File: src/sprite_pkg.sv
// Sprite attribute layout, host bank codes, sheet strides and renderer states.
// Sheet addresses are in 16-bit words; nibble addresses are four times wider.
package sprite_pkg;

	localparam int SPRITE_COUNT    = 256;
	localparam int SPRITE_IDX_BITS = 8;
	localparam int ATTR_BITS       = 16;

	// Host address bits 9:8 pick one of these banks
	localparam logic [1:0] BANK_X    = 2'd0;
	localparam logic [1:0] BANK_Y    = 2'd1;
	localparam logic [1:0] BANK_END  = 2'd2;
	localparam logic [1:0] BANK_ADDR = 2'd3;

	// X word: position, enable, palette, stride select
	localparam int X_POS_LSB    = 0;
	localparam int X_POS_BITS   = 10;
	localparam int X_ENABLE_BIT = 10;
	localparam int X_PAL_LSB    = 11;
	localparam int X_PAL_BITS   = 4;
	localparam int X_STRIDE_BIT = 15;

	// Y word: start row and width; width holds pixel count minus one
	localparam int Y_POS_LSB    = 0;
	localparam int Y_POS_BITS   = 10;
	localparam int Y_WIDTH_LSB  = 10;
	localparam int Y_WIDTH_BITS = 6;

	// End word: last row the sprite covers
	localparam int END_ROW_LSB  = 0;
	localparam int END_ROW_BITS = 10;

	// Sheet row pitch in nibbles
	localparam int STRIDE_NARROW = 128;
	localparam int STRIDE_WIDE   = 256;

	localparam int NIBBLE_BITS     = 4;
	localparam int SHEET_ADDR_BITS = ATTR_BITS + 2;

	typedef enum logic [3:0] {
		R_IDLE,
		R_BEGIN,
		R_LOAD_REGS,
		R_LOAD_ADDR,
		R_REQ,
		R_WAIT,
		R_BLIT,
		R_NEXT
	} render_state_t;

endpackage

File: src/video_pkg.sv
// Display line geometry shared by the renderer, the line buffer and the top level.
// Lines are 800 pixels; the line RAMs are 1024 deep and the upper entries are unused.
package video_pkg;

	// Visible pixels per line
	localparam int LINE_PIXELS = 800;

	// Width of display_x, display_y and sprite X/Y positions
	localparam int COORD_BITS = 10;

	// Colour index is four palette bits over one pixel nibble
	localparam int PIXEL_BITS = 8;

endpackage

File: src/sprite_renderer.sv
// Per-line sprite walk. On H_tick all 256 sprites are visited in index order
// and visible rows are drawn into the back line buffer.
// Width is at most 64 pixels. A line must finish before the next H_tick,
// or the remaining sprites are skipped.
// Memory requests hold rvalid and memory_address until rready.
`timescale 1ns/10ps

module sprite_renderer (
	input  logic CLK,
	input  logic RSTb,
	input  logic H_tick,
	input  logic [video_pkg::COORD_BITS-1:0] display_y,
	output logic [sprite_pkg::SPRITE_IDX_BITS-1:0] sprite_index,
	input  logic [sprite_pkg::ATTR_BITS-1:0] x_attr,
	input  logic [sprite_pkg::ATTR_BITS-1:0] y_attr,
	input  logic [sprite_pkg::ATTR_BITS-1:0] end_attr,
	input  logic [sprite_pkg::ATTR_BITS-1:0] addr_attr,
	output logic [15:0] memory_address,
	input  logic [15:0] memory_data,
	output logic rvalid,
	input  logic rready,
	output logic pix_wr,
	output logic [video_pkg::COORD_BITS-1:0] pix_x,
	output logic [video_pkg::PIXEL_BITS-1:0] pix_color
);

	import sprite_pkg::*;
	import video_pkg::*;

	render_state_t state;
	logic [SPRITE_IDX_BITS-1:0] index;

	// Latched per sprite
	// cur_x has a spare top bit so pixels past 1023 do not wrap onto the line
	logic [COORD_BITS:0] cur_x;
	logic [COORD_BITS-1:0] row;
	logic [X_PAL_BITS-1:0] palette;
	logic [Y_WIDTH_BITS-1:0] width;
	logic [Y_WIDTH_BITS-1:0] count;
	logic wide;
	logic [ATTR_BITS-1:0] sheet_base;

	logic [SHEET_ADDR_BITS-1:0] row_offset;
	logic [SHEET_ADDR_BITS-1:0] nib_addr;
	logic [15:0] sheet_word;
	logic [NIBBLE_BITS-1:0] nibble;
	logic [COORD_BITS-1:0] y_start;
	logic visible;

	assign sprite_index   = index;
	assign memory_address = nib_addr[SHEET_ADDR_BITS-1:2];

	assign y_start = y_attr[Y_POS_LSB +: Y_POS_BITS];

	// Enabled and display_y within start..end rows
	assign visible = x_attr[X_ENABLE_BIT] && (display_y >= y_start) &&
		(display_y <= end_attr[END_ROW_LSB +: END_ROW_BITS]);

	assign row_offset = wide ? SHEET_ADDR_BITS'(row * STRIDE_WIDE) :
		SHEET_ADDR_BITS'(row * STRIDE_NARROW);

	// Low nibble first within each fetched word
	assign nibble = sheet_word[count[1:0] * NIBBLE_BITS +: NIBBLE_BITS];

	// Control
	always_ff @(posedge CLK) begin
		if (!RSTb) begin
			state <= R_IDLE;
			index <= '0;
			rvalid <= 1'b0;
			pix_wr <= 1'b0;
		end else if (H_tick) begin
			// New line: drop whatever was in flight
			state <= R_BEGIN;
			index <= '0;
			rvalid <= 1'b0;
			pix_wr <= 1'b0;
		end else begin
			pix_wr <= 1'b0;
			case (state)
				R_IDLE: ;
				R_BEGIN: begin
					// Attribute RAMs read sprite_index this cycle
					state <= R_LOAD_REGS;
				end
				R_LOAD_REGS: begin
					state <= visible ? R_LOAD_ADDR : R_NEXT;
				end
				R_LOAD_ADDR: begin
					state <= R_REQ;
				end
				R_REQ: begin
					rvalid <= 1'b1;
					state <= R_WAIT;
				end
				R_WAIT: begin
					if (rready) begin
						rvalid <= 1'b0;
						state <= R_BLIT;
					end
				end
				R_BLIT: begin
					// Zero nibble is transparent
					pix_wr <= (nibble != '0) && !cur_x[COORD_BITS];
					if (count == width) begin
						state <= R_NEXT;
					end else if (&count[1:0]) begin
						state <= R_LOAD_ADDR;
					end
				end
				R_NEXT: begin
					index <= index + 1'b1;
					if (index == SPRITE_IDX_BITS'(SPRITE_COUNT - 1)) begin
						state <= R_IDLE;
					end else begin
						state <= R_BEGIN;
					end
				end
				default: state <= R_IDLE;
			endcase
		end
	end

	// Sprite registers, fetch address and pixel data
	always_ff @(posedge CLK) begin
		case (state)
			R_LOAD_REGS: begin
				cur_x <= {1'b0, x_attr[X_POS_LSB +: X_POS_BITS]};
				palette <= x_attr[X_PAL_LSB +: X_PAL_BITS];
				wide <= x_attr[X_STRIDE_BIT];
				width <= y_attr[Y_WIDTH_LSB +: Y_WIDTH_BITS];
				row <= display_y - y_start;
				sheet_base <= addr_attr;
				count <= '0;
			end
			R_LOAD_ADDR: begin
				// count is a multiple of four here, so this is word aligned
				nib_addr <= {sheet_base, 2'b00} + row_offset + SHEET_ADDR_BITS'(count);
			end
			R_WAIT: begin
				if (rready) begin
					sheet_word <= memory_data;
				end
			end
			R_BLIT: begin
				pix_x <= cur_x[COORD_BITS-1:0];
				pix_color <= {palette, nibble};
				cur_x <= cur_x + 1'b1;
				count <= count + 1'b1;
			end
			default: ;
		endcase
	end

	// Request stays up with a fixed address until taken, unless a new line aborts it
	a_rvalid_hold: assert property (@(posedge CLK) disable iff (!RSTb)
		rvalid && !rready && !H_tick |=> rvalid && $stable(memory_address));

	a_pix_wr_blit: assert property (@(posedge CLK) disable iff (!RSTb)
		pix_wr |-> $past(state) == R_BLIT);

	a_state_legal: assert property (@(posedge CLK) disable iff (!RSTb)
		state inside {R_IDLE, R_BEGIN, R_LOAD_REGS, R_LOAD_ADDR,
			R_REQ, R_WAIT, R_BLIT, R_NEXT});

endmodule

File: config.mk
export PLATFORM = sky130hd
export DESIGN_NAME = sprite_renderer
export DESIGN_NICKNAME = d
export VERILOG_FILES = /design/src/sprite_pkg.sv /design/src/video_pkg.sv /design/src/sprite_renderer.sv
export SDC_FILE = /design/constraint.sdc
export NUM_CORES = 1
export LEC_CHECK = 0
export ABC_AREA = 1
export BUFFER_PORTS_ARGS = -buffer_cell sky130_fd_sc_hd__buf_2
export CAP_MARGIN = 25
export CORE_MARGIN = 1.5
export CORE_UTILIZATION = 54
export CTS_CLUSTER_DIAMETER = 100
export DETAILED_ROUTE_END_ITERATION = 12
export PLACE_DENSITY = 0.78
export SYNTH_ARGS = -nofsm -noshare
export SYNTH_HDL_FRONTEND = slang
export SYNTH_SLANG_ARGS = --single-unit
File: constraint.sdc
create_clock -name CLK -period 3.4 [get_ports CLK]
set_clock_uncertainty 0.1 [all_clocks]
set_input_delay 0.34 -clock CLK [delete_from_list [all_inputs] [get_ports CLK]]
set_output_delay 0.34 -clock CLK [all_outputs]
set_load 0.01 [all_outputs]
# Yosys cells after proc, flatten, opt, wreduce, memory -nomap -nowiden
# Index checks and enable logic that the tools add are counted.
classes:
  addsub: 6
  order_cmp: 2
  n_eq_ne: 14
  shifts: 1
  n_mux: 12
  bitwise: 3
  reduce_logical: 15
ops:
  columns: ["operator", "count"]
  rows:
  - ["4-bit one-hot mux with 8 select lines", 1]
  - ["11-bit one-hot mux with 2 select lines", 1]
  - ["18-bit adder", 1]
  - ["18-bit by 6-bit adder with 18-bit output", 1]
  - ["18-bit 2-to-1 mux", 1]
  - ["4-bit by 3-bit == test with 1-bit output, second input constant", 4]
  - ["16-bit by 5-bit indexed part select with 4-bit output", 1]
  - ["4-bit 2-to-1 mux", 3]
  - ["6-bit one-hot mux with 2 select lines", 1]
  - ["11-bit by 1-bit adder with 11-bit output, second input constant", 1]
  - ["10-bit >= comparator", 1]
  - ["10-bit less-or-equal comparator", 1]
  - ["10-bit subtractor", 1]
  - ["8-bit by 1-bit adder with 8-bit output, second input constant", 1]
  - ["4-bit by 2-bit == test with 1-bit output, second input constant", 2]
  - ["8-bit == test, second input constant", 1]
  - ["6-bit by 1-bit adder with 6-bit output, second input constant", 1]
  - ["6-bit == test", 1]
  - ["3-bit inequality test, second input constant", 2]
  - ["2-bit AND reduction", 3]
  - ["3-bit AND reduction", 2]
  - ["4-bit by 1-bit == test with 1-bit output, second input constant", 1]
  - ["4-bit logical NOT", 1]
  - ["2-bit inequality test, second input constant", 2]
  - ["11 further kinds", 18]
totals:
  ff_bits: 120
  in_bits: 94
  output_inout_bits: 44
  elab_cells: 69

# Longest topological paths before layout
logic_depth:
  ltp_word: 6
  ltp_mapped: 14
  ltp_nobuf: 14

# Worst setup path before layout
# No wires, ideal clock.
synth_timing:
  path_kind: "register -> register"
  start: "register state[0]"
  end: "register palette[0] (enable)"
  setup_ns: 0.433
  arrival_ns: 2.227
  t_required_ns: 2.867
  slack_ns: 0.640
  path_stages_with_launch: 5
  n_path_buf: 0
  synth_period_minus_slack_ns: 2.760
  cell_sequence: "dfxtp_1 inv_1 ha_1 inv_1 nor2_1"
synth_via:
  elab_chain_len: 1
synth_lines:
  columns: ["element", "line", "rtl"]
  rows:
  - ["start, declared", "sprite_renderer.sv:30", "render_state_t state;"]
  - ["start signal, assigned", "sprite_renderer.sv:87", "state <= visible ? R_LOAD_ADDR : R_NEXT;"]
  - ["4-bit by 2-bit == test with 1-bit output", "sprite_renderer.sv:126", "case (state)"]
  - ["end signal, assigned", "sprite_renderer.sv:129", "palette <= x_attr[X_PAL_LSB +: X_PAL_BITS];"]
  - ["end, declared", "sprite_renderer.sv:37", "logic [X_PAL_BITS-1:0] palette;"]
# No other way between the ends.
# A chain may end at the register's enable or synchronous reset.

# Final worst setup path
layout_timing:
  start: "register wide"
  end: "register nib_addr[16], data pin"
layout_via:
  elab_chain_len: 3
layout_lines:
  columns: ["element", "line", "rtl"]
  rows:
  - ["start, declared", "sprite_renderer.sv:40", "logic wide;"]
  - ["start signal, assigned", "sprite_renderer.sv:130", "wide <= x_attr[X_STRIDE_BIT];"]
  - ["18-bit 2-to-1 mux", "sprite_renderer.sv:59", "assign row_offset = wide ? SHEET_ADDR_BITS'(row * STRIDE_WIDE) :"]
  - ["18-bit adder", "sprite_renderer.sv:138", "nib_addr <= {sheet_base, 2'b00} + row_offset + SHEET_ADDR_BITS'(count);"]
  - ["18-bit by 6-bit adder with 18-bit output", "sprite_renderer.sv:138", null]
  - ["end signal, assigned", "sprite_renderer.sv:138", null]
  - ["end, declared", "sprite_renderer.sv:44", "logic [SHEET_ADDR_BITS-1:0] nib_addr;"]
# No other way between the ends.

==> impl_metrics.tcl <==
set metrics [dict create \
    status "complete, no violations" \
    ys.flop_type "edfxtp_1" \
    relSlewSlack_pct 44.32 \
    yosysSeqAreaShare_pct 56.16 \
    p_int_mw 2.841 \
    gp_congestion 0.8586 \
    p_clk_share_pct 45.7 \
    cp.required_ns 3.55 \
    cts_buffers 17 \
    rsz0062_at_grt "no" \
    crit_type "flip-flop to flip-flop" \
    grt-ovfl-total 0 \
    synthArstFlopShare_pct 0 \
    ys_ff_latch 117 \
    p_total_mw 3.662 \
    syn_inst 586 \
    seqPwrFrac_pct 44.3 \
    dieArea_mm2 0.01180 \
    r2r-start "wide$_DFFE_PP_" \
    end_kind "flip-flop" \
    grt_pass1_wl_um 20870 \
    cts_htree_levels 4 \
    antenna_found_initial 0 \
    portBuffers 131 \
    yosys.cell_types.count 42 \
    cp-startpoint "wide$_DFFE_PP_" \
    swShare_pct 22.40 \
    syn_area_per_cell_um2 10.28 \
    final-hold-violation-count 0 \
    tightest_slew_ns 0.8352 \
    firstDrtPassIters 5 \
    ant_nets 0 \
    die_w_um 108.6 \
    layout_common_cells "buf_2 (131), nand2_1 (108), edfxtp_1 (104)" \
    hp-class "primary input to flip-flop" \
    cts_tree "done" \
    synth-edff-count 104 \
    clockRootBuffer "clkbuf_8" \
    grtUsageTotal_pct 23.37 \
    r2r_slack_ns 0.92 \
    leakage_nw 3.506 \
    setup_tns_ns 0 \
    vias_per_cell 5.039 \
    synth_area_mm2 0.006025 \
    period_minus_slack_ns 2.481 \
    clock.fmax_mhz 403.0 \
    clock-sinks 117 \
    setup_viol 0 \
    dpl.hpwl_um 9041 \
    final_common_cell "buf_2" \
    clkSlewWorstSetupHoldPaths_ns 0.06 \
    max_cap_viol_count 0 \
    initial_core_util_pct 55.57 \
    ff2ff_path_depth 7 \
    min_period_over_period_pct 72.97 \
    wire_per_inst_um 13.53 \
    pin_count 138 \
    vdd_ir_drop_max_mv 0.3345 \
    cp-endpoint "nib_addr[16]$_DFFE_PP_" \
    r2r-end "nib_addr[16]$_DFFE_PP_" \
    drc 0 \
    synth_warnings 0 \
    holdPathStages 3 \
    worst_skew_pair.late_latency_ns 0.51 \
    postCtsSetupRepairBufs 0 \
    die_y_um 108.6 \
    grt_max_degree 28 \
    ctsResizeCount 0 \
    power_switching_uw 820.3 \
    drt_iter0_markers 340 \
    diodes 0 \
    routed_wl_um 12620 \
    coreArea_mm2 0.01084 \
    final_layout_size_suffix_gt1_share_pct 22.57 \
    cts_buffer_depth 2 \
    layout.nets 918 \
    cp-start-kind "flip-flop" \
    drv_slew 0 \
    power_frac_comb_pct 10.0 \
    rows 38 \
    grt_pass1_vias 4646 \
    syn_to_final_growth_pct 31.07 \
    arrival_ns 2.63 \
    path_max_fanout 20 \
    synth_nets 724 \
    p_per_area_mw_per_mm2 463.7 \
    dr_total_vias 4701 \
]
[cells by family (layout without fill, tap and decap cells)]
group	after synthesis	in the layout	synth area share [%]
adders and majority gates	44	44	9.387
DFF	117	117	56.16
xor gates and xnor gates	31	31	4.507
AOI/OAI and AO/OA	95	95	9.076
and+or+nand+nor	212	212	15.24
buffers and inverters	87	294	5.628
[routing by layer]
metal	track usage [%]	part of all wire, %
met1	28.49	44
met2	40.25	49
met3	5.021	5.3
met4	9.774	1.9
met5	0	0
[worst max-delay path, stage by stage, from the launching register on]
cell      delay, ns
edfxtp_1       0.69
o21ai_0        0.19
ha_1           0.36
a21oi_1        0.31
o21ai_0        0.16
a21oi_1        0.14
o21ai_0        0.12
xor2_1         0.15
[Yosys cell counts (2+ instances only)]
library cell | count | area [µm²]
nor4_1 | 2 | 12.51
o21ai_1 | 2 | 10.01
clkbuf_1 | 2 | 7.510
nor3b_1 | 2 | 15.01
nand2_1 | 108 | 405.4
fa_1 | 2 | 40.04
ha_1 | 42 | 525.5
nor3_1 | 10 | 50.05
buf_2 | 4 | 20.02
dfxtp_1 | 13 | 260.3
xor2_1 | 20 | 175.2
o31ai_1 | 3 | 22.52
nand2_2 | 2 | 12.51
nand4_1 | 5 | 31.28
inv_1 | 78 | 292.8
a32o_1 | 2 | 20.02
and3_1 | 3 | 18.77
a21o_1 | 3 | 22.52
o21ai_0 | 29 | 145.1
o21bai_1 | 3 | 22.52
edfxtp_1 | 104 | 3123
nand3_1 | 22 | 110.1
a21oi_2 | 2 | 17.52
nor2_2 | 2 | 12.51
a21oi_1 | 43 | 215.2
o21ai_2 | 2 | 17.52
or2_1 | 2 | 12.51
xnor2_1 | 11 | 96.34
nor2_1 | 49 | 183.9
buf_4 | 2 | 15.01
[worst min path at each step]
stage,to,from,slack [ns]
floorplan,pix_color[4]$_DFFE_PP_,palette[0]$_DFFE_PP_,0.30
global placement,pix_color[4]$_DFFE_PP_,palette[0]$_DFFE_PP_,0.30
CTS,cur_x[5]$_DFFE_PP_,x_attr[5],0.002
global route,cur_x[3]$_DFFE_PP_,x_attr[3],0.02
finish,cur_x[5]$_DFFE_PP_,x_attr[5],0.02
detailed placement,pix_color[5]$_DFFE_PP_,palette[1]$_DFFE_PP_,0.31
[state kept, by name, indices dropped and copies added, names as in the netlist, 3 cells and up]
signal,count
row,10
count,6
sprite_index,8
sheet_base,16
state,3
palette,4
cur_x,11
width,6
nib_addr,16
pix_x,10
pix_color,8
sheet_word,16
[power by group through the flow]
| stage | clock network (mW) | logic, mW | registers, mW |
|---|---|---|---|
| floorplan | 0 | 0.212 | 1.65 |
| global placement | 0 | 0.307 | 1.65 |
| detailed placement | 0 | 0.318 | 1.65 |
| CTS | 1.70 | 0.362 | 1.62 |
| global route | 1.77 | 0.413 | 1.63 |
| finish | 1.67 | 0.365 | 1.62 |
[repair_timing]
action | in CTS | in global routing
hold buffers | 48 | 0
hold endpoints to repair | 48 | 0
setup endpoints to repair | 0 | 0
[area by class of cell]
class,instances,area (µm²)
tap,140,175.2
sequential,117,3383
timing repair buffer,183,1166
multi-input combinational,382,2310
inverter,79,296.5
clock inverter,11,126.4
clock buffer,21,439.2
fill,758,2944
[per-stage QoR]
| step | hold slack (ns) | utilization, % | worst slack, ns | instance area, µm² | instances |
|---|---|---|---|---|---|
| floorplan | 0.3003 | - | 0.6395 | 6025 | 586 |
| global placement | 0.3008 | 63.19 | 1.028 | 6850 | 853 |
| detailed placement | 0.3111 | 63.19 | 0.9822 | 6850 | 853 |
| CTS | 0.002209 | 72.84 | 0.9574 | 7896 | 933 |
| global route | 0.02139 | 72.84 | 0.6762 | 7896 | 933 |
| finish | 0.01793 | 72.84 | 0.9189 | 7896 | 933 |
Power figures use the tool's default switching activity.
